File: src/procPkg.sv
`default_nettype none

package procPkg;
    parameter int DATA_W = 16;                  // Datapath and instruction width
    parameter int REG_AW = 3;                   // Eight general registers

    // Any opcode not listed here is illegal
    parameter logic [4:0] OP_HALT  = 5'b00000;
    parameter logic [4:0] OP_NOP   = 5'b00001;
    parameter logic [4:0] OP_ADDI  = 5'b01000;
    parameter logic [4:0] OP_BEQZ  = 5'b01100;
    parameter logic [4:0] OP_ST    = 5'b10000;
    parameter logic [4:0] OP_LD    = 5'b10001;
    parameter logic [4:0] OP_LBI   = 5'b11000;
    parameter logic [4:0] OP_RTYPE = 5'b11011;

    // R-format function select
    parameter logic [1:0] FN_ADD = 2'b00;
    parameter logic [1:0] FN_SUB = 2'b01;       // rs minus rt
    parameter logic [1:0] FN_XOR = 2'b10;
    parameter logic [1:0] FN_AND = 2'b11;

    parameter logic [DATA_W-1:0] NOP_WORD = {OP_NOP, 11'd0};  // Bubble word

    // One 16-bit word, read as R, I or branch/LBI format
    typedef union packed {
        struct packed {
            logic [4:0]        opcode;
            logic [REG_AW-1:0] rs;
            logic [REG_AW-1:0] rt;
            logic [REG_AW-1:0] rd;
            logic [1:0]        funct;
        } rFmt;
        struct packed {
            logic [4:0]        opcode;
            logic [REG_AW-1:0] rs;
            logic [REG_AW-1:0] rd;              // Destination, or store source
            logic [4:0]        imm;
        } iFmt;
        struct packed {
            logic [4:0]        opcode;
            logic [REG_AW-1:0] rs;              // Tested reg, or LBI target
            logic [7:0]        imm;
        } bFmt;
    } instrWord;
endpackage

`default_nettype wire
File: src/memStage.sv
`timescale 1ns/1ps
`default_nettype none

module memStage #(
    parameter int dmemAddrW = 8                                // Depth is 2**dmemAddrW words
) (
    input  logic                       clk,
    input  logic                       rstN,
    input  logic [procPkg::DATA_W-1:0] memAddrOrResult,
    input  logic [procPkg::DATA_W-1:0] memStoreData,
    input  logic                       memRead,
    input  logic                       memWrite,
    input  logic                       memRegWrite,
    input  logic [procPkg::REG_AW-1:0] memDest,
    output logic                       wbValid,                // Retirement strobe
    output logic [procPkg::REG_AW-1:0] wbAddr,
    output logic [procPkg::DATA_W-1:0] wbData
);
    import procPkg::*;

    logic [DATA_W-1:0]    dmem [2**dmemAddrW];
    logic [dmemAddrW-1:0] addr;
    logic [DATA_W-1:0]    loadData;

    assign addr = memAddrOrResult[dmemAddrW-1:0];              // Modulo depth

    always_ff @(posedge clk) begin
        if (memWrite) begin
            dmem[addr] <= memStoreData;
        end
    end

    assign loadData = dmem[addr];                              // Async read

    always_ff @(posedge clk) begin
        if (!rstN) begin
            wbValid <= 1'b0;
        end else begin
            wbValid <= memRegWrite;
        end
    end

    always_ff @(posedge clk) begin
        wbAddr <= memDest;
        wbData <= memRead ? loadData : memAddrOrResult;        // LD vs ALU result
    end

    oneMemOp: assert property (@(posedge clk) disable iff (!rstN)
        !(memRead && memWrite))
        else $error("load and store in MEM together");
endmodule

`default_nettype wire

File: config.mk
export PLATFORM = sky130hd
export DESIGN_NAME = memStage
export DESIGN_NICKNAME = d
export VERILOG_FILES = /design/src/procPkg.sv /design/src/memStage.sv
export SDC_FILE = /design/constraint.sdc
export NUM_CORES = 2
export LEC_CHECK = 0
export ABC_AREA = 1
export BUFFER_PORTS_ARGS = -buffer_cell sky130_fd_sc_hd__buf_2
export CORE_AREA = 2 2 490 857
export CTS_CLUSTER_DIAMETER = 60
export DETAILED_ROUTE_END_ITERATION = 7
export DIE_AREA = 0 0 492 859
export GPL_ROUTABILITY_DRIVEN = 0
export PLACE_DENSITY_LB_ADDON = 0.2
export SLEW_MARGIN = 20
export SYNTH_ARGS = -nofsm -noshare
export SYNTH_HDL_FRONTEND = slang
export SYNTH_SLANG_ARGS = --single-unit
File: constraint.sdc
create_clock -name clk -period 3.3 [get_ports clk]
set_input_delay 0.165 -clock clk [delete_from_list [all_inputs] [get_ports clk]]
set_output_delay 0.165 -clock clk [all_outputs]
set_load 0.005 [all_outputs]
==> After elaboration in Yosys (flattened, before gate mapping) <==
Memory sizes are Yosys's and may differ from the RTL's.
Cells that the tools add are included.
{ "totals": {"rom_bits": 0, "elab_cells": 7, "inputBits": 40, "mem_bits_rw": 4096, "register_bits": 20, "out_inout_bits": 20, "mem_count": 1, "latch_bits": 0} }
{ "op_classes": {"magnitude_cmp": 0, "addsub": 0, "muxes": 3, "n_shift": 0, "div_mod_pow": 0, "n_reduce_logical": 0, "n_bitwise": 0, "mul": 0, "n_eq_ne": 0} }
{ "memory_table": {"columns": ["name", "depth", "word_bits", "rd", "rd_clocked_by_memory_dff", "wr", "line", "source"], "rows": [
  ["dmem", 256, 16, 1, 0, 1, "memStage.sv:21", "logic [DATA_W-1:0] dmem [2**dmemAddrW];"]
]} }
{ "ops": {"columns": ["operator", "count"], "rows": [
  ["16-bit two-way mux", 1],
  ["1-bit two-way mux", 2]
]} }

==> Longest topological paths before layout <==
{ "logic_depth": {"depth_word": 2, "depth_mapped": 19, "ltp_nobuf": 15} }

==> Worst setup path before layout <==
No wires, ideal clock.
{ "synth_timing": {"path_kind": "input-to-reg", "from": "input memAddrOrResult[1] (netlist name)", "to": "memory dmem[100][0] (enable)", "setup_slack_ns": 0.826, "stages": 9, "path_buffers": 4, "t_arrival_ns": 2.085, "t_required_ns": 2.912, "cell_sequence": "buf_4 nor2_1 buf_2 buf_2 inv_1 nor2_1 nand2_1 clkbuf_1 nor2_1"} }
{ "synth_lines": {"columns": ["element", "line", "source"], "rows": [
  ["from (decl)", "memStage.sv:9", "input logic [procPkg::DATA_W-1:0] memAddrOrResult,"],
  ["to (decl)", "memStage.sv:21", null]
]} }
No word-level cell before the write port.

==> Worst setup path after layout <==
{ "layout_timing": {"from": "input memAddrOrResult[2] (netlist name)", "to": "register wbData[1] (netlist name)"} }
{ "layout_via": {"elab_chain_cells": 2} }
{ "layout_lines": {"columns": ["element", "line", "source"], "rows": [
  ["memory read 256 x 16 bit", null, null],
  ["16-bit two-way mux", "memStage.sv:45", "wbData <= memRead ? loadData : memAddrOrResult;"],
  ["to (signal assigned)", "memStage.sv:45", null],
  ["to (decl)", "memStage.sv:17", "output logic [procPkg::DATA_W-1:0] wbData"]
]} }
No other way between the ends.
A chain may end at the register's enable or synchronous reset.

==> metrics.yaml <==
detailed_routing:
  drt_pre_antenna_iters: 7
  wl_per_cell_um: 25.9
  via_count: 111471
  viasPerCell: 5.22
  finalWirelength_um: 554000
  postRouteAntennaNets: 0
  drt_iter0_markers: 10556
  drc_errors: 0
sta:
  finalHoldViolCount: 0
  hold_slack_ns: 0.0475
  layout_setup_ws_ns: 0.0707
  tightest_slew_ns: 1.06
  setup_violations: 0
  min_period_ns: 3.23
  period_share: 0.979
  tns_ns: 0
  fmax_mhz: 310
  maxSlewViolCount: 0
  skew_ns: 0.0950
  rsz0062_at_grt: "false"
  relSlewSlack: 0.292
synth:
  synth_top_area_frac: 0.742
  syn_inst: 14824
  ys_top_cells_by_area: "edfxtp_1, nand2_1, nor2_1"
  synth-edff-count: 4096
  syn_nets: 14864
  synthDistinctLibCells: 22
  yosysMostFrequentCell: "nand2_1"
  async_reset_ff_frac: 0
  synthFlopType: "edfxtp_1"
  ys_seq_area_frac: 0.744
  yosysTopAreaCell: "edfxtp_1"
  avgSynthCellArea_um2: 11.2
  synth_seq_cells: 4116
  yosys_warnings: 0
  yosys-top-cells-count: "nand2_1, edfxtp_1, nor2_1, buf_2, nand3_1"
  netlist_area_um2: 166000
die:
  die_area_um2: 423000
  die_h_um: 859
  num_io_pins: 60
  initial_utilization: 0.398
  rows: 314
  core-area_um2: 416000
  chipWidth_um: 492
clock_network:
  cts_tree: "built"
  ctsHtreeMaxLevel: 5
  clkSlewWorstSetupHoldPaths_ns: 0.07
  clk_path_buf_depth: 4
  post-cts-setup-buffer-count: 0
  insertion_delay_ns: 1.03
  cts_made_buffers: 386
  clock-sinks: 4116
  cts-root-buf: "clkbuf_16"
power_and_ir_drop:
  cellLeakagePower_uw: 0.0738
  p_per_area_nw_per_um2: 567
  power.total_uw: 110000
  ir_drop_mv: 0.488
placement:
  hpwl_um: 352000
  place_ws_ns: -0.326
  io_buffers: 59
worst_setup_path:
  arrival_ns: 4.20
  start_kind: "input port"
  crit_required_ns: 4.27
  crit_path_end_kind: "register"
  crit_fanout: 25
  path_class: "in -> reg"
  reg2reg_depth: 14
grt:
  grt_overflow: 0
  track_usage: 0.256
  antenna_found_initial: 25
  grt_pass1_wl_um: 783000
  grt_pass1_vias: 107804
  grt_max_degree: 131
flow_run:
  maxCapViolations: 0
worst_hold_path:
  hold_class: "in -> reg"
  hold-path-cell-count: 4
outcome:
  status: "completed"
final_layout:
  final_net_count: 15532
  drive_above_1_share: 0.102
  final_util: 0.464
  synthToLayoutAreaGrowth_pct: 16.5
layer usage:
| metal | GRT usage | routed length (um) | share of wire |
|---|---|---|---|
| met5 | 0 | 122 | 0.00022 |
| met4 | 0.124 | 29400 | 0.053 |
| met3 | 0.0311 | 32600 | 0.059 |
| met2 | 0.451 | 281000 | 0.51 |
| met1 | 0.311 | 210000 | 0.38 |
placed cells by master, fill, tap and decap left out, drive strengths merged, types with 52 or more instances in the layout:
cell and n:
a21oi 204, buf 997, clkbuf 474, clkinv 166
edfxtp 4096, inv 52, nand2 8062, nand3 262
nand4 208, nor2 914, o21ai 227
repair_timing:
action / 4_1_cts / 5_1_grt
resized for setup: 0 / 6
hold buffers: 42 / 0
endpoints found under the hold margin: 2277 / 0
setup endpoints to repair: 0 / 1
cells by family (layout without fill, tap and decap cells):
| group | after synthesis | after routing | synth area share |
|---|---|---|---|
| buf+inv | 807 | 1780 | 0.0228 |
| simple gates | 9446 | 9446 | 0.219 |
| flops | 4116 | 4116 | 0.744 |
| compound gates | 455 | 455 | 0.0141 |
| other cells | 0 | 9 | 0 |
path summary, 6_finish.rpt:
kind / to / start / slack (ns)
setup reg to reg: wbData[13] / dmem[1][13] / 0.37
setup / recovery: wbData[1] / memAddrOrResult[2] / 0.07
hold reg to reg: wbData[10] / dmem[186][10] / 0.97
hold / removal: dmem[184][6] / memWrite / 0.05
registers in the layout, indices dropped and copies added, names as in the netlist:
register and count:
wbValid 1, wbAddr 3, wbData 16, dmem 4096
critical path: stages:
cell and delay, ns:
dlygate4sd3_1 0.51, buf_2 0.26, inv_1 0.13, nor2_4 0.48, buf_12 0.31, buf_4 0.29
nand2_1 0.08, nand2_1 0.32, nor2_1 0.09, nor2_1 0.10, nor2_1 0.05, nand2_1 0.34
nand2_1 0.47, nand3_1 0.36, nor2_1 0.10, nor2_1 0.09
metrics by stage:
stage / instance area [um^2] / cells
2_1_floorplan: 166000 / 14824
3_3_place_gp: 180000 / 20590
3_5_place_dp: 180000 / 20590
4_1_cts: 193000 / 21325
5_1_grt: 193000 / 21330
6_report: 193000 / 21336
cell type report:
type                            count  area, um^2
Clock buffer                      472       10200
Inverter                           46         219
Multi-Input combinational cell   9901       38800
Fill cell                       38040      223000
Tap cell                         5530        6920
Sequential cell                  4116      123000
Timing Repair Buffer             1041       11600
Antenna cell                        9        22.5
Clock inverter                    221        2090
power breakdown:
group / leakage, uW / total (uW) / switching, uW / internal [uW]
combinational: 0.0308 / 7400 / 5510 / 1890
clock: 0.00598 / 44600 / 20000 / 24500
sequential: 0.0370 / 57700 / 104 / 57600
total: 0.0738 / 110000 / 25600 / 84000
Note: power is estimated with default switching activity, not from simulation.
