===== src/procPkg.sv =====
`default_nettype none

package procPkg;
    parameter int DATA_W = 16;                  // Datapath and instruction width
    parameter int REG_AW = 3;                   // Eight general registers

    // Any opcode not listed here is illegal
    parameter logic [4:0] OP_HALT  = 5'b00000;
    parameter logic [4:0] OP_NOP   = 5'b00001;
    parameter logic [4:0] OP_ADDI  = 5'b01000;
    parameter logic [4:0] OP_BEQZ  = 5'b01100;
    parameter logic [4:0] OP_ST    = 5'b10000;
    parameter logic [4:0] OP_LD    = 5'b10001;
    parameter logic [4:0] OP_LBI   = 5'b11000;
    parameter logic [4:0] OP_RTYPE = 5'b11011;

    // R-format function select
    parameter logic [1:0] FN_ADD = 2'b00;
    parameter logic [1:0] FN_SUB = 2'b01;       // rs minus rt
    parameter logic [1:0] FN_XOR = 2'b10;
    parameter logic [1:0] FN_AND = 2'b11;

    parameter logic [DATA_W-1:0] NOP_WORD = {OP_NOP, 11'd0};  // Bubble word

    // One 16-bit word, read as R, I or branch/LBI format
    typedef union packed {
        struct packed {
            logic [4:0]        opcode;
            logic [REG_AW-1:0] rs;
            logic [REG_AW-1:0] rt;
            logic [REG_AW-1:0] rd;
            logic [1:0]        funct;
        } rFmt;
        struct packed {
            logic [4:0]        opcode;
            logic [REG_AW-1:0] rs;
            logic [REG_AW-1:0] rd;              // Destination, or store source
            logic [4:0]        imm;
        } iFmt;
        struct packed {
            logic [4:0]        opcode;
            logic [REG_AW-1:0] rs;              // Tested reg, or LBI target
            logic [7:0]        imm;
        } bFmt;
    } instrWord;
endpackage

`default_nettype wire

===== src/pipeCtrl.sv =====
`timescale 1ns/1ps
`default_nettype none

module pipeCtrl (
    input  logic                       clk,
    input  logic                       rstN,
    input  procPkg::instrWord          idInstr,
    input  logic [procPkg::DATA_W-1:0] idPc,
    input  logic [procPkg::DATA_W-1:0] rsData,                 // Read port A feeds BEQZ test
    input  logic [procPkg::REG_AW-1:0] exDest,
    input  logic                       exRegWrite,
    input  logic [procPkg::REG_AW-1:0] memDest,
    input  logic                       memRegWrite,
    input  logic                       memHalt,                // HALT in MEM stage
    output logic [procPkg::REG_AW-1:0] rdAddrA,
    output logic [procPkg::REG_AW-1:0] rdAddrB,
    output logic                       stall,
    output logic                       flush,
    output logic                       fetchStop,
    output logic                       branchTaken,
    output logic [procPkg::DATA_W-1:0] branchTarget,
    output logic                       idRegWrite,
    output logic [procPkg::REG_AW-1:0] idDest,
    output logic                       idMemRead,
    output logic                       idMemWrite,
    output logic                       idUseImm,
    output logic                       idHalt,
    output logic                       halted,
    output logic                       err
);
    import procPkg::*;

    logic useA;                                                // ID reads port A
    logic useB;                                                // ID reads port B
    logic isBeqz;
    logic illegal;
    logic stopped;                                             // HALT has passed decode
    logic hazA;
    logic hazB;

    always_comb begin
        idRegWrite = 1'b0;
        idDest     = idInstr.iFmt.rd;
        idMemRead  = 1'b0;
        idMemWrite = 1'b0;
        idUseImm   = 1'b0;
        idHalt     = 1'b0;
        useA       = 1'b0;
        useB       = 1'b0;
        isBeqz     = 1'b0;
        illegal    = 1'b0;
        rdAddrB    = idInstr.rFmt.rt;                          // Also the ST data register
        case (idInstr.rFmt.opcode)
            OP_RTYPE: begin
                idRegWrite = 1'b1;
                idDest     = idInstr.rFmt.rd;
                useA       = 1'b1;
                useB       = 1'b1;
            end
            OP_ADDI: begin
                idRegWrite = 1'b1;
                idUseImm   = 1'b1;
                useA       = 1'b1;
            end
            OP_LBI: begin
                idRegWrite = 1'b1;
                idDest     = idInstr.bFmt.rs;                  // Target sits in rs field
                idUseImm   = 1'b1;
            end
            OP_LD: begin
                idRegWrite = 1'b1;
                idMemRead  = 1'b1;
                idUseImm   = 1'b1;
                useA       = 1'b1;
            end
            OP_ST: begin
                idMemWrite = 1'b1;
                idUseImm   = 1'b1;
                useA       = 1'b1;
                useB       = 1'b1;                             // Store data source
            end
            OP_BEQZ: begin
                isBeqz = 1'b1;
                useA   = 1'b1;
            end
            OP_HALT: idHalt = 1'b1;
            OP_NOP:  ;                                         // Nothing to do
            default: illegal = 1'b1;
        endcase
    end

    assign rdAddrA = idInstr.rFmt.rs;                          // Same slot in every format

    // RAW hazards on EX and MEM writers
    assign hazA = useA && ((exRegWrite && exDest == rdAddrA) ||
                           (memRegWrite && memDest == rdAddrA));
    assign hazB = useB && ((exRegWrite && exDest == rdAddrB) ||
                           (memRegWrite && memDest == rdAddrB));
    assign stall = hazA || hazB;

    assign branchTaken  = isBeqz && !stall && (rsData == '0);  // Only with fresh rs
    assign branchTarget = idPc + 1'b1 +
                          {{(DATA_W-8){idInstr.bFmt.imm[7]}}, idInstr.bFmt.imm};
    assign flush        = branchTaken;
    assign fetchStop    = idHalt || stopped;

    always_ff @(posedge clk) begin
        if (!rstN) begin
            stopped <= 1'b0;
            halted  <= 1'b0;
            err     <= 1'b0;
        end else begin
            if (idHalt) begin
                stopped <= 1'b1;
            end
            if (memHalt) begin
                halted <= 1'b1;                                // HALT leaves MEM
            end
            if (illegal) begin
                err <= 1'b1;                                   // Sticky
            end
        end
    end

    quietAfterHalt: assert property (@(posedge clk) disable iff (!rstN)
        halted |-> !idRegWrite)
        else $error("register write decoded after halt");
endmodule

`default_nettype wire


===== config.mk =====
export PLATFORM = sky130hd
export DESIGN_NAME = pipeCtrl
export DESIGN_NICKNAME = d
export VERILOG_FILES = /design/src/procPkg.sv /design/src/pipeCtrl.sv
export SDC_FILE = /design/constraint.sdc
export NUM_CORES = 1
export LEC_CHECK = 0
export BUFFER_PORTS_ARGS = -buffer_cell sky130_fd_sc_hd__buf_4
export CORE_MARGIN = 5
export CORE_UTILIZATION = 40
export CTS_CLUSTER_DIAMETER = 50
export DETAILED_ROUTE_END_ITERATION = 16
export MAX_ROUTING_LAYER = met4
export PLACE_DENSITY_LB_ADDON = 0.3
export SYNTH_ARGS = -nofsm -noshare
export SYNTH_HDL_FRONTEND = slang
export SYNTH_SLANG_ARGS = --single-unit

===== constraint.sdc =====
create_clock -name clk -period 8.4 [get_ports clk]
set_input_delay 1.68 -clock clk [delete_from_list [all_inputs] [get_ports clk]]
set_output_delay 1.68 -clock clk [all_outputs]
set_load 0.05 [all_outputs]

---- Yosys cells after proc, flatten, opt, wreduce, memory -nomap -nowiden ----
Index checks and enable logic that the tools add are counted.
word-level totals
  flip-flop bits (word level) ............. 3
  word-level logic and storage cells ...... 45
cells by class
  add/sub/neg operators ................... 2
  reductions and logical operators ........ 20
  mux-type cells .......................... 9
  equal/unequal tests ..................... 11
operator list
  operator                                                         count
  5-bit == test, second input constant                             4
  16-bit by 1-bit adder with 16-bit output, second input constant  1
  16-bit adder                                                     1
  16-bit zero test                                                 1
  3-bit == test                                                    4
  5-bit by 4-bit == test with 1-bit output, second input constant  2
  1-bit logical AND                                                8
  1-bit 2-to-1 mux                                                 8
  4-bit OR reduction                                               2
  8-bit OR reduction                                               1
  3-bit case mux with 2 select lines                               1
  5-bit by 1-bit == test with 1-bit output, second input constant  1
  5-bit zero test                                                  1
  5-bit OR reduction                                               1
  1-bit logical OR                                                 4
  2-bit OR reduction                                               1
  1-bit zero test                                                  1

---- Depth between registers and ports, before layout ----
  depth after elaboration ................. 8
  mapped depth ............................ 10
  mapped depth without buffers ............ 10

---- Worst setup path after synthesis ----
Ideal clock, no wire load.
  path kind ............................... input port to output port
  from .................................... input port idInstr[14] (netlist name)
  to ...................................... output port flush
  buffers on the path ..................... 2
  stages .................................. 4
  slack ................................... 2633 ps
  data arrival time ....................... 4087 ps
  cell sequence ........................... clkbuf_1 > nand3b_1 > nor4_1 > buf_4
on the way
  longest elaborated chain between the ends .. 8
  elaborated cells on any way between the ends .. 16
  those cells by class .................... 5 x eq/ne; 3 x mux; 8 x reduce/logical
ends and longest elaborated chain
  what                                                                       RTL line                        text
  start: declaration                                                         pipeCtrl.sv:7                   input procPkg::instrWord idInstr,
  5-bit by 4-bit == test with 1-bit output or 5-bit == test (tied branches)  pipeCtrl.sv:53                  case (idInstr.rFmt.opcode)
  5-bit OR reduction (no line) or 2-bit OR reduction (tied branches)         -
  1-bit 2-to-1 mux                                                           pipeCtrl.sv:53
  1-bit logical AND, on equally long branches                                pipeCtrl.sv:95, pipeCtrl.sv:97
  1-bit logical OR                                                           pipeCtrl.sv:99                  assign stall = hazA || hazB;
  1-bit zero test                                                            pipeCtrl.sv:101                 assign branchTaken = isBeqz && !stall && (rsData == '0);
  1-bit logical AND * (2 in a row)                                           pipeCtrl.sv:101
  end: declaration                                                           pipeCtrl.sv:18                  output logic flush,
Every way passes the cells marked *; elsewhere a longest branch is shown, timed or not.

---- Worst setup path in the final report ----
  from .................................... input port idInstr[0] (netlist name)
  to ...................................... output port branchTarget[14] (netlist name)
on the way
  longest elaborated chain between the ends .. 1
ends and longest elaborated chain
  what              RTL line         text
  16-bit adder      pipeCtrl.sv:102  assign branchTarget = idPc + 1'b1 +
  end: declaration  pipeCtrl.sv:21   output logic [procPkg::DATA_W-1:0] branchTarget,
Every way passes these cells.

==> flow_summary.ini <==
[clock_network]
clock-root-buffer = clkbuf_4
cts_buffer_depth = 2
cts_tree = yes
htreeDepth = 1
clk_pin_slew_worst_paths_ps = 40
hold_buffers = 0
numCtsBuffers = 3
post-cts-setup-buffers = 0
clk_latency_ps = 230
numClockSinks = 3
post_cts_resized = 0

[timing]
rsz0062_at_grt = no
fin_crit_sh = 0.659
slew_headroom = 0.747
min_period_ps = 5540
hold_viol = 0
slew_viol_final = 0
tightest_slew_ps = 377
fmax_mhz = 181
fin_worst_skew_ps = 0
finalSetupTns_ps = 0
setup_viol = 0

[floorplan]
core-area_um2 = 3050
die_area_um2 = 4430
num_rows = 20
die_h_um = 66.5
io_pins = 95
start_util = 0.419
die_width_um = 66.5

[placed_design]
numPortBuffers = 94
routabilityCongestion = 0.916
place.detailed.hpwl_um = 3550

[worst_setup_path]
crit_end = branchTarget[14]
criticalPathCategory = input port to output port
cp_data_arrival_time_ps = 3860
worstRegToRegCells = 2
crit_required_ps = 6720
path_max_fanout = 3
startpoint = idInstr[0]
reg2reg_to = stopped
ff2ff_setup_slack_ps = 7560
crit_path_start_kind = input port
timing.rr.start = stopped
end_kind = output port

[yosys]
synth_cells = 180
synth.area.top_cells = ha_1 15%, xnor2_1 14%, nand2_1 5.3%, a21oi_1 4.7%, dfxtp_1 4.7%
yosys_warnings = 0
yosysTopAreaCellShare = 0.147
yosys.area.top_type = ha_1
synth_seq_area_share = 0.0470
synth-async-reset-ratio = 0
synthFlopType = dfxtp_1
syn-cell-area_um2 = 1280
ys_ff_latch = 3
syn-num-nets = 255
synth.most_common_cell = xnor2_1
avgSynthCellArea_um2 = 7.10
synth_edf_count = 0
ys_top_cells_by_count = 20 x xnor2_1, 18 x nand2_1, 15 x ha_1
ys_types = 41

[layout]
finalNetCount = 345
multi_input_area_um2 = 1120
area_growth_pct = 56.8
n_antenna_cell = 0
seq_area_um2 = 60.1
drive_gt1_frac = 0.390
fillers = 316

[detailed_routing]
routed_wl_um = 4140
first_pass_iters = 4
drtIter0Drc = 32
num_vias = 1611
drc_errors = 0
viasPerCell = 5.15
ant_nets = 0
wl_per_cell_um = 13.2

[status]
outcome = finished clean

[pwr]
p_total_mw = 0.246
peakVddDrop_mv = 0.0724
leakagePower_nw = 1.01
power.density_nw_per_um2 = 123

[flow_run]
maxCapViolations = 0

[global_route]
grt_pass1_wl_um = 6710
antenna_found_initial = 0
grt-ovfl-total = 0
first_global_vias = 1560
grt_max_degree = 14
grt.total_usage = 0.191

[worst_hold_path]
holdCritPathClass = register to register
min_path_cells = 1
kinds of logic after synthesis:
kind of cell	share of synthesized area
compound gates	0.302
xor+xnor	0.171
buf+inv	0.0773
simple gates	0.240
fa+ha+maj	0.162
flops	0.0470
worst min path at each step:
stage | from | end
final | halted | halted
after global routing | halted | halted
after CTS | halted | halted
after detailed placement | err | err
after global placement | halted | halted
after floorplan | stopped | stopped
final cells by class:
cell class / count / area share
Multi-Input combinational cell: 158 / 0.559
Timing Repair Buffer: 94 / 0.352
Sequential cell: 3 / 0.0300
Tap cell: 44 / 0.0275
Inverter: 10 / 0.0187
Clock buffer: 4 / 0.0131
layout by cell type (no fill, tap or decap), types with 2 or more instances in the layout:
cell type,n
inv_1,10
a22oi_1,3
or3_1,3
buf_4,94
nand2b_1,2
a21boi_0,2
o2111ai_1,2
a21o_1,7
o21ai_0,12
or2_2,4
nor2_1,10
nand4_1,5
and2_1,2
clkbuf_4,3
dfxtp_1,3
nor4_1,4
a21oi_1,12
nand2_1,18
nor3_1,4
xnor2_1,20
o211ai_1,3
o21a_1,5
a211oi_1,4
nand3_1,2
xor2_1,5
ha_1,15
report_power, final:
| part | internal, mW | total [mW] | switching (mW) |
|---|---|---|---|
| combinational | 0.0764 | 0.205 | 0.128 |
| sequential | 0.0152 | 0.0156 | 0.000465 |
| clock | 0.0178 | 0.0260 | 0.00816 |
| total | 0.109 | 0.246 | 0.137 |
registers in the layout (all words and copies together), names as in the netlist:
name,count
stopped,1
err,1
halted,1
worst max-delay path, cell delays in order:
cell and delay [ps]:
buf_4 110, inv_1 40, ha_1 140, inv_1 60
fa_1 400, a21o_1 240, a221oi_2 350, nand2_1 90
a41o_1 250, a21oi_2 140, xnor2_1 120, buf_4 210
metal layers:
| metal | up-vias | wire (µm) | GRT usage | part of all wire |
|---|---|---|---|---|
| met5 | - | 0 | - | 0 |
| met4 | 0 | 0 | 0.0228 | 0 |
| met3 | 0 | 276 | 0.0219 | 0.067 |
| met2 | 55 | 2230 | 0.360 | 0.54 |
| met1 | 726 | 1630 | 0.221 | 0.39 |
| li1 | 830 | - | - | - |
through the flow:
stage	utilization	hold slack (ps)	cell area, µm²	setup WS (ps)	std cells
floorplan	-	732	1280	2630	180
detailed placement	0.648	456	1980	2850	309
CTS	0.657	466	2000	2850	313
global placement	0.648	449	1980	2900	309
finish	0.657	462	2000	2860	313
global route	0.657	493	2000	2660	313
(Power assumes the default switching activity.)
