===== src/procPkg.sv =====
`default_nettype none

package procPkg;
    parameter int DATA_W = 16;                  // Datapath and instruction width
    parameter int REG_AW = 3;                   // Eight general registers

    // Any opcode not listed here is illegal
    parameter logic [4:0] OP_HALT  = 5'b00000;
    parameter logic [4:0] OP_NOP   = 5'b00001;
    parameter logic [4:0] OP_ADDI  = 5'b01000;
    parameter logic [4:0] OP_BEQZ  = 5'b01100;
    parameter logic [4:0] OP_ST    = 5'b10000;
    parameter logic [4:0] OP_LD    = 5'b10001;
    parameter logic [4:0] OP_LBI   = 5'b11000;
    parameter logic [4:0] OP_RTYPE = 5'b11011;

    // R-format function select
    parameter logic [1:0] FN_ADD = 2'b00;
    parameter logic [1:0] FN_SUB = 2'b01;       // rs minus rt
    parameter logic [1:0] FN_XOR = 2'b10;
    parameter logic [1:0] FN_AND = 2'b11;

    parameter logic [DATA_W-1:0] NOP_WORD = {OP_NOP, 11'd0};  // Bubble word

    // One 16-bit word, read as R, I or branch/LBI format
    typedef union packed {
        struct packed {
            logic [4:0]        opcode;
            logic [REG_AW-1:0] rs;
            logic [REG_AW-1:0] rt;
            logic [REG_AW-1:0] rd;
            logic [1:0]        funct;
        } rFmt;
        struct packed {
            logic [4:0]        opcode;
            logic [REG_AW-1:0] rs;
            logic [REG_AW-1:0] rd;              // Destination, or store source
            logic [4:0]        imm;
        } iFmt;
        struct packed {
            logic [4:0]        opcode;
            logic [REG_AW-1:0] rs;              // Tested reg, or LBI target
            logic [7:0]        imm;
        } bFmt;
    } instrWord;
endpackage

`default_nettype wire

===== src/executeStage.sv =====
`timescale 1ns/1ps
`default_nettype none

module executeStage (
    input  logic                       clk,
    input  logic                       rstN,
    input  logic                       stall,                  // Inject bubble
    input  procPkg::instrWord          idInstr,
    input  logic [procPkg::DATA_W-1:0] rsData,
    input  logic [procPkg::DATA_W-1:0] rtData,
    input  logic                       idRegWrite,
    input  logic [procPkg::REG_AW-1:0] idDest,
    input  logic                       idMemRead,
    input  logic                       idMemWrite,
    input  logic                       idUseImm,
    input  logic                       idHalt,
    output logic [procPkg::REG_AW-1:0] exDest,
    output logic                       exRegWrite,
    output logic [procPkg::DATA_W-1:0] memAddrOrResult,
    output logic [procPkg::DATA_W-1:0] memStoreData,
    output logic                       memRead,
    output logic                       memWrite,
    output logic                       memRegWrite,
    output logic [procPkg::REG_AW-1:0] memDest,
    output logic                       memHalt
);
    import procPkg::*;

    instrWord          exInstr;
    logic [DATA_W-1:0] exRs;
    logic [DATA_W-1:0] exRt;
    logic              exMemRead;
    logic              exMemWrite;
    logic              exUseImm;
    logic              exHalt;
    logic              isLbi;
    logic [DATA_W-1:0] immExt;
    logic [DATA_W-1:0] opA;
    logic [DATA_W-1:0] opB;
    logic [DATA_W-1:0] aluOut;

    always_ff @(posedge clk) begin
        if (!rstN || stall) begin
            exRegWrite <= 1'b0;                                // Bubble
            exMemRead  <= 1'b0;
            exMemWrite <= 1'b0;
            exUseImm   <= 1'b0;
            exHalt     <= 1'b0;
        end else begin
            exRegWrite <= idRegWrite;
            exMemRead  <= idMemRead;
            exMemWrite <= idMemWrite;
            exUseImm   <= idUseImm;
            exHalt     <= idHalt;
        end
    end

    always_ff @(posedge clk) begin
        exInstr <= idInstr;
        exRs    <= rsData;
        exRt    <= rtData;
        exDest  <= idDest;
    end

    assign isLbi  = (exInstr.bFmt.opcode == OP_LBI);
    assign immExt = isLbi ? {{(DATA_W-8){exInstr.bFmt.imm[7]}}, exInstr.bFmt.imm}
                          : {{(DATA_W-5){exInstr.iFmt.imm[4]}}, exInstr.iFmt.imm};
    assign opA    = isLbi ? '0 : exRs;                         // LBI adds to zero
    assign opB    = exUseImm ? immExt : exRt;

    always_comb begin
        aluOut = opA + opB;                                    // Address or ADDI sum
        if (exInstr.rFmt.opcode == OP_RTYPE) begin
            case (exInstr.rFmt.funct)
                FN_SUB:  aluOut = opA - opB;
                FN_AND:  aluOut = opA & opB;
                FN_XOR:  aluOut = opA ^ opB;
                default: aluOut = opA + opB;                   // FN_ADD
            endcase
        end
    end

    always_ff @(posedge clk) begin
        if (!rstN) begin
            memRead     <= 1'b0;
            memWrite    <= 1'b0;
            memRegWrite <= 1'b0;
            memHalt     <= 1'b0;
        end else begin
            memRead     <= exMemRead;
            memWrite    <= exMemWrite;
            memRegWrite <= exRegWrite;
            memHalt     <= exHalt;
        end
    end

    always_ff @(posedge clk) begin
        memAddrOrResult <= aluOut;
        memStoreData    <= exRt;                               // rd value for ST
        memDest         <= exDest;
    end
endmodule

`default_nettype wire


===== config.mk =====
export PLATFORM = sky130hd
export DESIGN_NAME = executeStage
export DESIGN_NICKNAME = d
export VERILOG_FILES = /design/src/procPkg.sv /design/src/executeStage.sv
export SDC_FILE = /design/constraint.sdc
export NUM_CORES = 1
export LEC_CHECK = 0
export BUFFER_PORTS_ARGS = -buffer_cell sky130_fd_sc_hd__buf_2
export CORE_MARGIN = 2
export CORE_UTILIZATION = 58
export DETAILED_ROUTE_END_ITERATION = 12
export PLACE_DENSITY_LB_ADDON = 0.15
export RECOVER_POWER = 100
export SKIP_CTS_REPAIR_TIMING = 1
export SYNTH_ARGS = -nofsm -noshare
export SYNTH_HDL_FRONTEND = slang
export SYNTH_SLANG_ARGS = --single-unit

===== constraint.sdc =====
create_clock -name clk -period 7.5 [get_ports clk]
set_clock_uncertainty 0.05 [all_clocks]
set_input_delay 1.125 -clock clk [delete_from_list [all_inputs] [get_ports clk]]
set_output_delay 1.125 -clock clk [all_outputs]
set_load 0.02 [all_outputs]

[Word level (Yosys, flattened, before mapping)]
Cells that the tools add are included.
Word-level totals
  memories kept: 0
  bits in latches: 0
  flip-flop bits (word level): 95
  logic and storage cells: 32
  output and inout bits: 43
  bits in read-only memories: 0
  input bits: 59
  RAM bits: 0
Operators by class
  div/mod/pow operators: 0
  shift-type cells: 0
  reduce and logical (&&, ||, !) cells: 2
  $add $sub $neg: 2
  mux-type cells: 5
  equal/unequal tests: 5
  bitwise gates (word level): 2
  multiply operators: 0
  $lt $le $gt $ge: 0
Operators with widths (count)
  16-bit 2-to-1 mux: 4
  16-bit case mux with 3 select lines: 1
  16-bit adder: 1
  16-bit bitwise AND: 1
  16-bit subtractor: 1
  16-bit bitwise XOR: 1
  5-bit equality test, second input constant: 2
  2-bit equality test, second input constant: 2
  2-bit by 1-bit equality test with 1-bit output, second input constant: 1
  1-bit logical NOT: 1
  1-bit logical OR: 1

[Depth between registers and ports, before layout]
  word-level depth: 6
  depth in mapped cells: 15
  gate-level depth less buffers: 15

[Worst setup path after synthesis]
Ideal clock, no wire load.
  path type: reg2reg
  from: register exInstr[11] (netlist name)
  to: register memAddrOrResult[13] (netlist name)
  slack: 3.853 ns
  period minus slack after synthesis: 3.647 ns
  required time: 7.375 ns
  stages on the path, launching flop included: 15
  arrival time: 3.522 ns
  path through: dfxtp_1 > or2_2 > or2_2 > clkbuf_1 > clkbuf_1 > and2_1 > ha_1 > or2b_1 > a211o_1 > a21boi_2 > a211oi_4 > o21ai_2 > a211o_1 > mux2_2 > a22oi_2
Between the ends
  cells in the longest elaborated chain, start to end: 6
RTL lines
  start: declaration: RTL line executeStage.sv:29  | instrWord exInstr;
  start signal: assignment: RTL line executeStage.sv:59  | exInstr <= idInstr;
  5-bit equality test: RTL line executeStage.sv:65  | assign isLbi = (exInstr.bFmt.opcode == OP_LBI);
  16-bit 2-to-1 mux: RTL line executeStage.sv:66  | assign immExt = isLbi ? {{(DATA_W-8){exInstr.bFmt.imm[7]}}, exInstr.bFmt.imm}
  16-bit 2-to-1 mux: RTL line executeStage.sv:69  | assign opB = exUseImm ? immExt : exRt;
  16-bit adder (tied with other cells): RTL line executeStage.sv:72, executeStage.sv:78
  16-bit case mux with 3 select lines: RTL line executeStage.sv:74  | case (exInstr.rFmt.funct)
  16-bit 2-to-1 mux (*): RTL line executeStage.sv:73  | if (exInstr.rFmt.opcode == OP_RTYPE) begin
  net aluOut[13]: RTL line executeStage.sv:40  | logic [DATA_W-1:0] aluOut;
  end signal: assignment: RTL line executeStage.sv:98  | memAddrOrResult <= aluOut;
  end: declaration: RTL line executeStage.sv:19  | output logic [procPkg::DATA_W-1:0] memAddrOrResult,
The timed path passes the listed nets; every way through them passes the cells marked *.
A chain may end at the register's enable or synchronous reset.

[Final worst setup path]
  from: register exInstr[13] (netlist name)
  to: register memAddrOrResult[12] (netlist name)
Same word-level chain as after synthesis.

==> results by group <==
Status
  – Status: finished with violations
  – Failing checks: capacitance limit, slew limit

Critical path
  – R2R Setup Slk: just over 3 ns
  – Arrival @ worst endpoint: 4.60 ns
  – Capture point of the critical path: memAddrOrResult[12]
  – Crit Path Class: register to register
  – Worst setup SP type: register
  – Crit-path max FO: 21
  – R2r endpoint: memAddrOrResult[12]
  – CP endpoint kind: register
  – Critical Path RT: 7.71 ns
  – Reg2Reg Depth: 14
  – Critical R2R Launch: exInstr[13]
  – Crit path from: exInstr[13]

Pwr
  – Total power: 1.183 mW
  – LEAKAGE: 2.294 nW
  – Worst vdd ir: between 0.00015 and 0.0002 V
  – Pwr dens: approximately 230 nW/µm²

Floorplanning
  – Std cell rows: 31
  – Initial Util: 0.6042
  – Die ar.: 8351 µm²
  – Die Y: 91.39 µm
  – IO Count: 102
  – Core area: around 7300 µm²
  – Die Wd: 91.39 µm

Synth
  – Avg Cell Area, Syn: 9.228 µm²
  – Synth area leader: dfxtp_1
  – Yosys reg bits: 92
  – Synth Flop Type: dfxtp_1
  – Top post-synthesis cells by area: dfxtp_1, ha_1, a21oi_1
  – Synth Instances: 480
  – Net count after synthesis: 571
  – Synth warn: 0
  – Share of async-settable or async-resettable flops after synthesis: 0
  – Cell variety after synth: 67
  – Sequential area share after synthesis: 0.4158
  – Synthesized area: 4429 µm²
  – EDFF count, synth: 0
  – Top-count cell post-synth: dfxtp_1
  – Top cell type's share of synthesized area: 0.4158
  – Top cells by count, synth: dfxtp_1, a21oi_1, ha_1, inv_1, nand2_1

Detailed routing
  – Starting DRT DRC Count: 293
  – Via density: 5.770
  – Per-cell routed wire length: 16.17 µm
  – Total length of routed wires: 10880 µm
  – Post-route ant nets: 0
  – Residual DRC: 0
  – Drt pass-1 iters: 6
  – Via count: between 3000 and 4000

Placed design
  – PortBufs: 98
  – Inst Count DP: 657
  – Dpl ws: 3.535 ns
  – RD Place Congestion: 0.9382
  – Hpwl dp: 8113 µm
  – Dpl cell area: 4969 µm²

Layout
  – Share of layout cells above drive strength 1: 0.1603
  – FF/Latch Area: 1842 µm²
  – # fillers: 613
  – Layout Nets: 660
  – Final instance area: 5097 µm²
  – Non-filler cells, final: 673
  – Ant. Diodes: 0
  – Area Overhead vs Synth: 15.08%
  – Footprint of the multi-input gates: 2376 µm²

Global route
  – Congestion Overflow GR: 0
  – First-pass GRT wire length: ~18000 µm
  – Global Route Usage Sum: 0.2711
  – Pin count of the biggest net entering global routing: 30
  – Vias in the first global route: 3673
  – Initial antenna violation count: 0

Worst hold path
  – Hold Crit Class: register to register

CTS
  – Clock-pin transition on the worst setup and hold timing paths: 0.11 ns
  – Number of buffers on the longest clock path: 2
  – Num Clock Sinks: 92
  – H-tree depth: 3
  – CTS buffer count: 9
  – Clk_lat worst skew: 0.38 ns
  – Clock root buffer master: clkbuf_8
  – CTS tree: yes

Timing
  – Slew headroom: -0.3073
  – Final critical-path required period: ~4.4 ns
  – Final Max Slew Viols: 15
  – RSZ-0062 raised after global routing: false
  – Tcrit/Tclk final: 0.5853
  – Setup-failing EPs final: 0
  – Fin. Hold Viols: 0
  – Setup_tns: 0 ns
  – Final worst slack: 3.110 ns
  – Tightest Pin Transition: 1.940 ns
  – Fmax: 227.8 MHz

Flow run
  – Max Cap Violations: 1
power breakdown:
part           total, mW  switching (mW)  internal (mW)
registers          0.544          0.0147          0.530
logic              0.308           0.189          0.119
clock network      0.331           0.202          0.130
total               1.18           0.405          0.778
worst min path at each step:
| stage | startpoint | end | slack (ns) | cells after the start |
|---|---|---|---|---|
| finish | exRt[8] | memStoreData[8] | 0.29 | 0 |
| global route | exRt[8] | memStoreData[8] | 0.30 | 0 |
| CTS | exRt[8] | memStoreData[8] | 0.29 | 0 |
| detailed placement | exRt[3] | memStoreData[3] | 0.29 | 0 |
| global placement | exRt[3] | memStoreData[3] | 0.28 | 0 |
| floorplan | exRt[0] | memStoreData[0] | 0.28 | 0 |
stage by stage:
step	util	hold slack, ns
finish	0.6953	0.2887
global route	0.6953	0.3013
CTS	0.7040	0.2907
detailed placement	0.6778	0.2884
global placement	0.6778	0.2831
floorplan	-	0.2772
critical path: stages (launching register included):
cell and delay (ns):
dfxtp_1 0.32, nand3b_1 0.23, or2_0 0.87, mux2i_1 0.28
nand2_1 0.22, o21a_1 0.22, ha_1 0.48, a21o_1 0.24
a21o_1 0.20, nor3b_1 0.25, o311ai_0 0.21, a31o_2 0.29
o32ai_1 0.21, a31o_2 0.14, a21oi_1 0.05
final cells by class:
| type | count | share of cell area |
|---|---|---|
| Multi-Input combinational cell | 335 | 0.4661 |
| Clock buffer | 9 | 0.02430 |
| Clock inverter | 7 | 0.01350 |
| Inverter | 32 | 0.02356 |
| Timing Repair Buffer | 99 | 0.08689 |
| Tap cell | 99 | 0.02430 |
| Sequential cell | 92 | 0.3613 |
cells in the final DEF, fill, tap and decap left out, types with 13 or more instances in the layout:
cell,Yosys,routed
inv_1,32,32
buf_2,0,54
nor2_1,24,24
a21oi_1,37,37
o21ai_0,19,19
and2_1,28,21
nand2_1,31,31
dfxtp_1,92,92
clkbuf_1,19,44
ha_1,32,32
o21a_1,13,13
cells by family (layout without fill, tap and decap cells):
group                      count (synthesis)  after routing  share of synthesized area
DFF                                       92             92                     0.4158
muxes                                     19             19                    0.04661
AOI/OAI and AO/OA                        148            148                     0.2364
buffers and inverters                     53            147                    0.04576
and+or+nand+nor                          127            127                     0.1472
adders and majority gates                 32             32                    0.09039
xor gates and xnor gates                   9              9                    0.01780
per-layer routing:
metal / GRT usage / vias up / wire [µm]
li1: - / 1895 / -
met1: 0.3786 / 1765 / 5020
met2: 0.4197 / 206 / 4760
met3: 0.05892 / 17 / 935
met4: 0.08081 / 0 / 165
met5: 0 / - / 0
flip-flops by register name (all words and copies together) (netlist names):
name             flops
exRs                16
exRt                16
memAddrOrResult     16
memStoreData        16
exInstr             13
exDest               3
memDest              3
exHalt               1
exMemRead            1
exMemWrite           1
exRegWrite           1
exUseImm             1
memHalt              1
memRead              1
memRegWrite          1
memWrite             1
Note: power is estimated with default switching activity, not from simulation.
