===== config.mk =====
export PLATFORM = sky130hd
export DESIGN_NAME = regFile
export DESIGN_NICKNAME = d
export VERILOG_FILES = /design/src/procPkg.sv /design/src/regFile.sv
export SDC_FILE = /design/constraint.sdc
export NUM_CORES = 1
export LEC_CHECK = 0
export BUFFER_PORTS_ARGS = -buffer_cell sky130_fd_sc_hd__buf_2
export CAP_MARGIN = 25
export CORE_MARGIN = 2
export CORE_UTILIZATION = 45
export CTS_CLUSTER_SIZE = 16
export DETAILED_ROUTE_END_ITERATION = 8
export PLACE_DENSITY = 0.72
export SLEW_MARGIN = 20
export SYNTH_ARGS = -nofsm -noshare
export SYNTH_HDL_FRONTEND = slang
export SYNTH_SLANG_ARGS = --single-unit
export TNS_END_PERCENT = 20

===== constraint.sdc =====
create_clock -name clk -period 2.55 [get_ports clk]
set_input_delay 0 -clock clk [delete_from_list [all_inputs] [get_ports clk]]
set_output_delay 0 -clock clk [all_outputs]
set_load 0.005 [all_outputs]

===== src/procPkg.sv =====
`default_nettype none

package procPkg;
    parameter int DATA_W = 16;                  // Datapath and instruction width
    parameter int REG_AW = 3;                   // Eight general registers

    // Any opcode not listed here is illegal
    parameter logic [4:0] OP_HALT  = 5'b00000;
    parameter logic [4:0] OP_NOP   = 5'b00001;
    parameter logic [4:0] OP_ADDI  = 5'b01000;
    parameter logic [4:0] OP_BEQZ  = 5'b01100;
    parameter logic [4:0] OP_ST    = 5'b10000;
    parameter logic [4:0] OP_LD    = 5'b10001;
    parameter logic [4:0] OP_LBI   = 5'b11000;
    parameter logic [4:0] OP_RTYPE = 5'b11011;

    // R-format function select
    parameter logic [1:0] FN_ADD = 2'b00;
    parameter logic [1:0] FN_SUB = 2'b01;       // rs minus rt
    parameter logic [1:0] FN_XOR = 2'b10;
    parameter logic [1:0] FN_AND = 2'b11;

    parameter logic [DATA_W-1:0] NOP_WORD = {OP_NOP, 11'd0};  // Bubble word

    // One 16-bit word, read as R, I or branch/LBI format
    typedef union packed {
        struct packed {
            logic [4:0]        opcode;
            logic [REG_AW-1:0] rs;
            logic [REG_AW-1:0] rt;
            logic [REG_AW-1:0] rd;
            logic [1:0]        funct;
        } rFmt;
        struct packed {
            logic [4:0]        opcode;
            logic [REG_AW-1:0] rs;
            logic [REG_AW-1:0] rd;              // Destination, or store source
            logic [4:0]        imm;
        } iFmt;
        struct packed {
            logic [4:0]        opcode;
            logic [REG_AW-1:0] rs;              // Tested reg, or LBI target
            logic [7:0]        imm;
        } bFmt;
    } instrWord;
endpackage

`default_nettype wire

===== src/regFile.sv =====
`timescale 1ns/1ps
`default_nettype none

module regFile (
    input  logic                       clk,
    input  logic                       rstN,
    input  logic [procPkg::REG_AW-1:0] rdAddrA,
    input  logic [procPkg::REG_AW-1:0] rdAddrB,
    input  logic                       wrEn,                   // From MEM/WB
    input  logic [procPkg::REG_AW-1:0] wrAddr,
    input  logic [procPkg::DATA_W-1:0] wrData,
    output logic [procPkg::DATA_W-1:0] rdDataA,
    output logic [procPkg::DATA_W-1:0] rdDataB
);
    import procPkg::*;

    logic [DATA_W-1:0] regs [2**REG_AW];

    always_ff @(posedge clk) begin
        if (!rstN) begin
            for (int i = 0; i < 2**REG_AW; i++) begin
                regs[i] <= '0;
            end
        end else if (wrEn) begin
            regs[wrAddr] <= wrData;
        end
    end

    // Write-through so decode sees the WB result this cycle
    assign rdDataA = (wrEn && wrAddr == rdAddrA) ? wrData : regs[rdAddrA];
    assign rdDataB = (wrEn && wrAddr == rdAddrB) ? wrData : regs[rdAddrB];

    wrAddrKnown: assert property (@(posedge clk) disable iff (!rstN)
        wrEn |-> !$isunknown(wrAddr))
        else $error("regFile write with unknown address");
endmodule

`default_nettype wire


== Yosys cells after proc, flatten, opt, wreduce, memory -nomap -nowiden ==
Memory sizes are Yosys's and may differ from the RTL's.
Index checks and enable logic that the tools add are counted.
Storage, ports and cells
  register bits after elaboration: 0
  RAM bits: 128
  bits of input ports: 28
  output and inout port bits: 32
  logic and storage cells: 15
  memories: 1
Memories
  regs: depth 8, width 16, read ports 2, clocked after memory_dff 0, write ports 8, line regFile.sv:17  | logic [DATA_W-1:0] regs [2**REG_AW];
Cells by class
  equal/unequal tests: 2
  multiplexer cells: 9
  reductions and logical operators: 3
Operator list (number)
  $mux 16: 3
  $reduce_or 16->1: 1
  $eq 3x3->1: 2
  $mux 1: 5
  $mux 3: 1
  $logic_and 1x1->1: 2

== Depth between registers and ports, before layout ==
Gate-level depths: netlist of the first run.
  depth after elaboration: 5
  mapped depth: 6
  mapped depth without buffers: 3

== Worst setup path after synthesis of the first run ==
Ideal clock, no wire load.
  path kind: in2reg
  start point: in wrAddr[1] (netlist bit)
  end point: mem regs[1][0], enable pin
  library setup time: 0.411 ns
  data arrival time: 1.564 ns
  required time: 2.139 ns
  setup slack: 0.575 ns
  stages on the path: 3
  buffers on the path: 1
  cells stage by stage: clkbuf_1 -> nand2b_1 -> o21ai_0
RTL lines
  start, declared: line regFile.sv:10  | input logic [procPkg::REG_AW-1:0] wrAddr,
  end, declared: line regFile.sv:17

==> results of run 1 <==
## synthesized netlist by cell type
master	instances
buf_4	1
nand3b_1	1
o21ai_0	6
buf_6	9
buf_2	2
clkbuf_1	20
nand2b_1	4
xnor2_1	6
and2_1	128
edfxtp_1	128
nand4_1	2
mux4_2	4
nand2_1	1
nand3_1	1
mux4_1	60
mux2_2	53
mux2_4	11
nor2_1	6
nor3_1	2
clkbuf_2	1
## worst max-delay path by stage
| stage | startpoint | endpoint | slack (ps) | depth (start not counted) |
|---|---|---|---|---|
| after CTS | regs[0][14] | rdDataA[14] | 480 | 4 |
| after global routing | regs[5][3] | rdDataA[3] | 450 | 4 |
| after floorplan | wrAddr[1] | regs[1][0] | 570 | 3 |
| after detailed placement | rdAddrA[1] | rdDataA[8] | 800 | 5 |
| final | regs[0][14] | rdDataA[14] | 480 | 4 |
| after global placement | rdAddrB[1] | rdDataB[5] | 790 | 6 |
## cells by family after synthesis
group                     Yosys count  share of synthesized area
muxes                             128                      0.326
DFF                               128                      0.517
buffers and inverters              33                     0.0267
xor gates and xnor gates            6                    0.00706
and+or+nand+nor                   145                      0.119
AOI/OAI and AO/OA                   6                    0.00404
## power groups by stage
stage	clock network, mW	registers, mW	logic [mW]
floorplan	0	2.52	0.490
global placement	0	2.54	0.737
detailed placement	0	2.55	0.745
CTS	2.59	2.51	0.762
global route	2.67	2.53	0.809
finish	2.57	2.51	0.759
## layout make-up
cell class,count,area share
Sequential cell,128,0.438
Tap cell,220,0.0314
Timing Repair Buffer,97,0.0714
Clock buffer,18,0.0490
Clock inverter,14,0.0223
Multi-Input combinational cell,285,0.388
## cell usage in the layout, fill, tap and decap left out, types with 3 or more instances in the layout
cell	Yosys	layout
and2_1	128	128
buf_2	2	59
buf_4	1	28
bufinv_16	0	5
clkbuf_16	0	17
clkinv_1	0	3
clkinv_2	0	5
dlygate4sd3_1	0	8
edfxtp_1	128	128
mux2_2	53	53
mux2_4	11	11
mux4_1	60	60
mux4_2	4	4
nand2b_1	4	4
nor2_1	6	6
o21ai_1	0	6
xnor2_1	6	6
## layer usage
layer  vias up  global-route usage  share of wire
met5         -                   0              0
met4         0               0.105          0.043
met3        55              0.0441          0.062
met2       203               0.353           0.50
met1      2245               0.261           0.39
li1       1955                   -              -
## metrics by stage
step           std cells  hold WS, ps
2_1_floorplan        446          122
3_3_place_gp         722          398
3_5_place_dp         722          403
4_1_cts              762         1.46
5_1_grt              762         28.3
6_report             762         9.62
==> metrics.txt, run 1 <==
# TYPE chip_impl_metric gauge
chip_impl_metric{name="netlist_instances",unit=""} 446
chip_impl_metric{name="switching_share",unit=""} 0.215
chip_impl_metric{name="clock_tree.buffer_depth",unit=""} 2
chip_impl_metric{name="detailedRoute.firstPassIterationCount",unit=""} 5
chip_impl_metric{name="detailedPlacementHpwl",unit="mm"} 11.5
chip_impl_metric{name="p_int",unit="mW"} 4.59
chip_impl_metric{name="remaining_number_of_nets_flagged_by_the_antenna_check_after_routing",unit=""} 0
chip_impl_metric{name="vias",unit=""} 4458
chip_impl_metric{name="detail_route.iter0.violations",unit=""} 494
chip_impl_metric{name="least_margin_pin_slew",unit="ps"} 868
chip_impl_metric{name="final.period_utilization",unit=""} 0.810
chip_impl_metric{name="via_count_of_the_first_global_routing_pass",unit=""} 4678
chip_impl_metric{name="layout.filler_cells",unit=""} 1330
chip_impl_metric{name="multi_input_area",unit="sq mm"} 0.00340
chip_impl_info{name="slowest_stage",value="mux4_1"} 1
chip_impl_metric{name="static-leakage-power",unit="nW"} 3.37
chip_impl_metric{name="fmax",unit="GHz"} 0.484
chip_impl_metric{name="pre_cts_slack",unit="ps"} 800
chip_impl_metric{name="syn-num-nets",unit=""} 474
chip_impl_info{name="worst_hold_path.endpoint",value="regs[7][9]"} 1
chip_impl_metric{name="finalHoldViolCount",unit=""} 0
chip_impl_metric{name="grt_remaining_overflow",unit=""} 0
chip_impl_metric{name="syn2layout_area_growth",unit="%"} 17.8
chip_impl_metric{name="grt_start_max_net_pins",unit=""} 34
chip_impl_metric{name="die-height",unit="um"} 133
chip_impl_metric{name="post-layout-total-power",unit="mW"} 5.84
chip_impl_metric{name="track_usage",unit=""} 0.211
chip_impl_metric{name="timing.critical_path.required",unit="ps"} 2550
chip_impl_metric{name="synth.top_cell.area_share",unit=""} 0.517
chip_impl_info{name="holdCritPathClass",value="input pin to flop"} 1
chip_impl_info{name="end_kind",value="output pin"} 1
chip_impl_metric{name="fin_crit",unit="ps"} 2070
chip_impl_metric{name="synth_sequential_area_ratio",unit=""} 0.517
chip_impl_info{name="synth_top_area_cell",value="edfxtp_1"} 1
chip_impl_metric{name="avgViaCountPerCell",unit=""} 5.85
chip_impl_metric{name="dieArea",unit="sq mm"} 0.0176
chip_impl_metric{name="floorplan.rows",unit=""} 47
chip_impl_metric{name="initial_core_util",unit=""} 0.455
chip_impl_metric{name="drt_drc_violations_left",unit=""} 0
chip_impl_metric{name="cts_htree_levels",unit=""} 4
chip_impl_metric{name="tns",unit="ps"} 0
chip_impl_metric{name="dpl-instance-area",unit="sq mm"} 0.00806
chip_impl_metric{name="cts-buffers-inserted",unit=""} 17
chip_impl_metric{name="synth_area_per_cell",unit="sq um"} 16.7
chip_impl_info{name="largest_register",value="regs"} 1
chip_impl_metric{name="numClockSinks",unit=""} 128
chip_impl_metric{name="timing.final.setup_violations",unit=""} 0
chip_impl_metric{name="path_buf_inv",unit=""} 1
chip_impl_metric{name="cts.hold.buffers_added",unit=""} 8
chip_impl_metric{name="final_count_of_pins_violating_max_slew",unit=""} 0
chip_impl_info{name="path_cells",value="mux4_1 > mux2_2 > mux2_4 > buf_2"} 1
chip_impl_info{name="synth_area_leaders",value="edfxtp_1 52%, mux4_1 21%, and2_1 11%"} 1
chip_impl_info{name="largest_registers",value="regs (128)"} 1
chip_impl_info{name="crit_type",value="flop to output pin"} 1
chip_impl_metric{name="ios",unit=""} 60
chip_impl_info{name="cp_top_family",value="multiplexers"} 1
chip_impl_metric{name="comb_power_share",unit=""} 0.130
chip_impl_metric{name="total_switching_power",unit="mW"} 1.25
chip_impl_metric{name="final-seq-area",unit="sq mm"} 0.00384
chip_impl_metric{name="cts.reportedPaths.clkPinSlew",unit="ps"} 60
chip_impl_metric{name="final.setup.worst_slack",unit="ps"} 485
chip_impl_metric{name="slowest_delay",unit="ps"} 550
chip_impl_metric{name="timing.hold.worst_path_depth",unit=""} 2
chip_impl_metric{name="yosysUniqueCellTypes",unit=""} 20
chip_impl_metric{name="final_design_area_no_fill",unit="sq mm"} 0.00877
chip_impl_metric{name="worst-endpoint-arrival",unit="ps"} 2070
chip_impl_metric{name="grt_first_pass_wirelength",unit="mm"} 27.1
chip_impl_metric{name="critical_path.max_fanout",unit=""} 2
chip_impl_metric{name="synth-seq-cells",unit=""} 128
chip_impl_metric{name="timing.max_slew.rel_slack",unit=""} 0.421
chip_impl_metric{name="seqPwrFrac",unit=""} 0.430
chip_impl_metric{name="port_buffers",unit=""} 59
chip_impl_info{name="tritoncts_clock_tree",value="yes"} 1
chip_impl_metric{name="max_cap_viol_count",unit=""} 0
chip_impl_metric{name="finish.utilization",unit=""} 0.536
chip_impl_info{name="setup.worst_path.start_class",value="flop"} 1
chip_impl_metric{name="initial_antenna_violation_count",unit=""} 0
chip_impl_metric{name="post_cts_buffers",unit=""} 0
chip_impl_info{name="cts_root_buf",value="clkbuf_16"} 1
chip_impl_metric{name="die_width",unit="um"} 133
chip_impl_metric{name="synth_area",unit="sq mm"} 0.00744
chip_impl_metric{name="drive_above_1_share",unit=""} 0.341
chip_impl_metric{name="ys_warn_count",unit=""} 0
chip_impl_metric{name="gp_congestion",unit=""} 0.789
chip_impl_metric{name="final_nets",unit=""} 557
chip_impl_metric{name="routed_wire_length_per_instance",unit="um"} 23.7
chip_impl_metric{name="power.ir.vdd_worst",unit="mV"} 0.452
chip_impl_metric{name="detail_route.wirelength",unit="mm"} 18.1
chip_impl_info{name="hold_start",value="wrData[9]"} 1
chip_impl_metric{name="post_cts.resized_instances",unit=""} 0
chip_impl_metric{name="largest_register_ff_count",unit=""} 128
chip_impl_metric{name="n_antenna_cell",unit=""} 0
chip_impl_info{name="run_status",value="finished, final reports clean"} 1
chip_impl_metric{name="clockPowerShare",unit=""} 0.440
chip_impl_info{name="grt_setup_unrepaired",value="no"} 1
chip_impl_metric{name="placeableCoreArea",unit="sq mm"} 0.0163
chip_impl_metric{name="power_per_cell_area",unit="mW/mm^2"} 666
No activity file was read; power rests on OpenSTA's default activity.
==> run 2, diff against run 1 <==
ABC_AREA = 1   (was unset)
PLACE_DENSITY = 0.74   (was 0.72)
clock period = 1.7 ns   (was 2.55 ns; I/O delays follow)
==> run 2 against run 1 <==
Effect of this change:
- worst setup slack lost 300 ps
- global-route usage increased by 6.4 points
- sequential power grew 49%
- synthesized cell count up 140%
- clock-buffer cell count is 1 lower
- power increased by 46%
- cell count grew 78%
- critical path type unchanged
- highest routed layer unchanged
==> metrics.txt, run 2 <==
# TYPE chip_impl_metric gauge
chip_impl_metric{name="max_cap_viol_count",unit=""} 0
chip_impl_metric{name="yosysUniqueCellTypes",unit=""} 18
chip_impl_metric{name="remaining_number_of_nets_flagged_by_the_antenna_check_after_routing",unit=""} 0
chip_impl_metric{name="timing.max_slew.rel_slack",unit=""} 0.675
chip_impl_metric{name="dpl-instance-area",unit="sq mm"} 0.00837
chip_impl_metric{name="post-layout-total-power",unit="mW"} 8.55
chip_impl_metric{name="n_antenna_cell",unit=""} 0
chip_impl_metric{name="final.setup.worst_slack",unit="ps"} 187
chip_impl_info{name="postSynth.topFlopCell",value="edfxtp_1"} 1
chip_impl_metric{name="timing.hold.ws",unit="ps"} 52.8
chip_impl_metric{name="initial_core_util",unit=""} 0.455
chip_impl_metric{name="ios",unit=""} 60
chip_impl_metric{name="dieArea",unit="sq mm"} 0.0183
chip_impl_metric{name="cts.reportedPaths.clkPinSlew",unit="ps"} 60
chip_impl_metric{name="timing.critical_path.required",unit="ps"} 1700
chip_impl_info{name="grt_setup_unrepaired",value="no"} 1
chip_impl_metric{name="drive_above_1_share",unit=""} 0.136
chip_impl_metric{name="numClockSinks",unit=""} 128
chip_impl_info{name="most_used_cells_in_the_layout_excluding_fill_and_tap_cells",value="349 x nand2_1, 222 x nand3_1, 138 x inv_1"} 1
chip_impl_metric{name="fmax",unit="GHz"} 0.661
chip_impl_metric{name="drt_drc_violations_left",unit=""} 0
chip_impl_metric{name="syn-num-nets",unit=""} 1085
chip_impl_metric{name="least_margin_pin_slew",unit="ps"} 487
chip_impl_info{name="cts_root_buf",value="clkbuf_16"} 1
chip_impl_metric{name="timing.hold.worst_path_depth",unit=""} 3
chip_impl_metric{name="fin_crit",unit="ps"} 1510
chip_impl_info{name="crit_type",value="flop to output pin"} 1
chip_impl_metric{name="synth-seq-cells",unit=""} 128
chip_impl_metric{name="cts_htree_levels",unit=""} 4
chip_impl_metric{name="avgViaCountPerCell",unit=""} 5.54
chip_impl_metric{name="cts.hold.buffers_added",unit=""} 0
chip_impl_metric{name="p_int",unit="mW"} 6.21
chip_impl_metric{name="seqPwrFrac",unit=""} 0.436
chip_impl_info{name="synth_area_leaders",value="edfxtp_1 49%, nand2_1 17%, nand3_1 14%"} 1
chip_impl_metric{name="ys_warn_count",unit=""} 0
chip_impl_info{name="yosys-top-cells-count",value="349 x nand2_1, 222 x nand3_1, 139 x inv_1"} 1
chip_impl_metric{name="detail_route.wirelength",unit="mm"} 24.2
chip_impl_metric{name="detail_route.iter0.violations",unit=""} 1064
chip_impl_metric{name="gp_congestion",unit=""} 0.923
chip_impl_info{name="worst_hold_path.endpoint",value="regs[6][15]"} 1
chip_impl_metric{name="port_buffers",unit=""} 59
chip_impl_metric{name="total_switching_power",unit="mW"} 2.34
chip_impl_metric{name="critical_path.max_fanout",unit=""} 2
chip_impl_metric{name="power.ir.vdd_worst",unit="mV"} 0.796
chip_impl_metric{name="power_per_cell_area",unit="mW/mm^2"} 958
chip_impl_metric{name="placeableCoreArea",unit="sq mm"} 0.0171
chip_impl_metric{name="post_cts.resized_instances",unit=""} 0
chip_impl_metric{name="comb_power_share",unit=""} 0.158
chip_impl_info{name="run_status",value="finished, final reports clean"} 1
chip_impl_metric{name="layout.cells.non_filler",unit=""} 1355
chip_impl_metric{name="switching_share",unit=""} 0.274
chip_impl_metric{name="worst-endpoint-arrival",unit="ps"} 1510
chip_impl_metric{name="synth_area",unit="sq mm"} 0.00777
chip_impl_info{name="yosys.cell_count.top_type",value="nand2_1"} 1
chip_impl_metric{name="largest_register_ff_count",unit=""} 128
chip_impl_metric{name="floorplan.rows",unit=""} 48
chip_impl_info{name="synth_top_area_cell",value="edfxtp_1"} 1
chip_impl_metric{name="clockPowerShare",unit=""} 0.406
chip_impl_metric{name="layout.filler_cells",unit=""} 1630
chip_impl_metric{name="grt_remaining_overflow",unit=""} 0
chip_impl_metric{name="die-height",unit="um"} 135
chip_impl_info{name="end_kind",value="output pin"} 1
chip_impl_metric{name="track_usage",unit=""} 0.275
chip_impl_metric{name="final.period_utilization",unit=""} 0.890
chip_impl_info{name="hold_start",value="wrData[15]"} 1
chip_impl_metric{name="placed_cells",unit=""} 1323
chip_impl_info{name="largest_register",value="regs"} 1
chip_impl_metric{name="async_reset_ff_frac",unit=""} 0
chip_impl_metric{name="synth-edff-count",unit=""} 128
chip_impl_info{name="most_common_library_cell_in_the_layout_ignoring_fill_and_taps",value="nand2_1"} 1
chip_impl_metric{name="synth_area_per_cell",unit="sq um"} 7.35
chip_impl_metric{name="final_design_area_no_fill",unit="sq mm"} 0.00892
chip_impl_metric{name="static-leakage-power",unit="nW"} 4.35
chip_impl_metric{name="grt_start_max_net_pins",unit=""} 65
chip_impl_metric{name="final_count_of_pins_violating_max_slew",unit=""} 0
chip_impl_info{name="largest_registers",value="regs (128)"} 1
chip_impl_metric{name="detailedRoute.firstPassIterationCount",unit=""} 6
chip_impl_metric{name="finalHoldViolCount",unit=""} 0
chip_impl_metric{name="cts-buffers-inserted",unit=""} 17
chip_impl_metric{name="timing.final.setup_violations",unit=""} 0
chip_impl_metric{name="pre_cts_slack",unit="ps"} 362
chip_impl_info{name="holdCritPathClass",value="input pin to flop"} 1
chip_impl_metric{name="tns",unit="ps"} 0
chip_impl_metric{name="initial_antenna_violation_count",unit=""} 0
chip_impl_metric{name="detailedPlacementHpwl",unit="mm"} 15.6
chip_impl_metric{name="routed_wire_length_per_instance",unit="um"} 17.9
chip_impl_metric{name="die_width",unit="um"} 135
chip_impl_metric{name="finish.utilization",unit=""} 0.523
chip_impl_metric{name="syn2layout_area_growth",unit="%"} 14.9
chip_impl_metric{name="vias",unit=""} 7513
chip_impl_metric{name="post_cts_buffers",unit=""} 0
chip_impl_info{name="tritoncts_clock_tree",value="yes"} 1
chip_impl_metric{name="synth_sequential_area_ratio",unit=""} 0.495
chip_impl_metric{name="netlist_instances",unit=""} 1057
chip_impl_metric{name="synth.top_cell.area_share",unit=""} 0.495
chip_impl_metric{name="final_nets",unit=""} 1145
chip_impl_info{name="setup.worst_path.start_class",value="flop"} 1
chip_impl_metric{name="via_count_of_the_first_global_routing_pass",unit=""} 7248
chip_impl_metric{name="grt_first_pass_wirelength",unit="mm"} 37.6
chip_impl_metric{name="clock_tree.buffer_depth",unit=""} 2
## run 2: changes by cell type after synthesis, moves of 7 or more
cell and change:
inv_1 +139, nor2_1 +127, mux2_2 -53, inv_2 +7, nand2_2 +9, buf_2 +29, nand3_1 +221, mux4_1 -60
mux2_4 -11, nand2_1 +348, buf_6 -8, and2_1 -128
## run 2: worst max path at each step
stage	cells after the start	end	slack, ps	start
6_report	7	rdDataB[4]	190	regs[7][4]
3_5_place_dp	6	regs[7][12]	360	rstN
3_3_place_gp	6	regs[7][12]	390	rstN
2_1_floorplan	6	regs[0][0]	260	rstN
4_1_cts	7	rdDataB[4]	200	regs[7][4]
5_1_grt	7	rdDataA[2]	90	regs[0][2]
## run 2: cell type report
type	count	area [sq um]	share of cell area
clock buffer	17	425	0.0477
timing repair buffer	101	636	0.0712
inverter	148	563	0.0631
sequential	128	3840	0.431
multi-input combinational	721	3050	0.341
clock inverter	15	126	0.0142
tap	225	282	0.0316
## run 2: kinds of logic after synthesis
kind of cell	Yosys count	synth area share
buffers and inverters	208	0.113
DFF	128	0.495
and+or+nand+nor	721	0.392
## run 2: routing by layer
metal | global-route usage | up-vias | routed length, um
li1 | - | 3460 | -
met1 | 0.360 | 3486 | 9560
met2 | 0.429 | 498 | 11000
met3 | 0.0733 | 69 | 2820
met4 | 0.122 | 0 | 856
met5 | 0 | - | 0
## run 2: power groups by stage
stage | registers (mW) | clock network (mW) | logic [mW]
2_1_floorplan | 3.77 | 0 | 0.830
3_3_place_gp | 3.78 | 0 | 1.30
3_5_place_dp | 3.79 | 0 | 1.32
4_1_cts | 3.73 | 3.49 | 1.33
5_1_grt | 3.74 | 3.62 | 1.50
6_report | 3.73 | 3.47 | 1.35
## run 2: worst max-delay path: stages (launching register included)
cell	delay (ps)
edfxtp_1	360
inv_1	100
nand2_1	70
nand3_1	120
nand3_1	80
nand3_1	160
nand2_1	70
buf_2	120
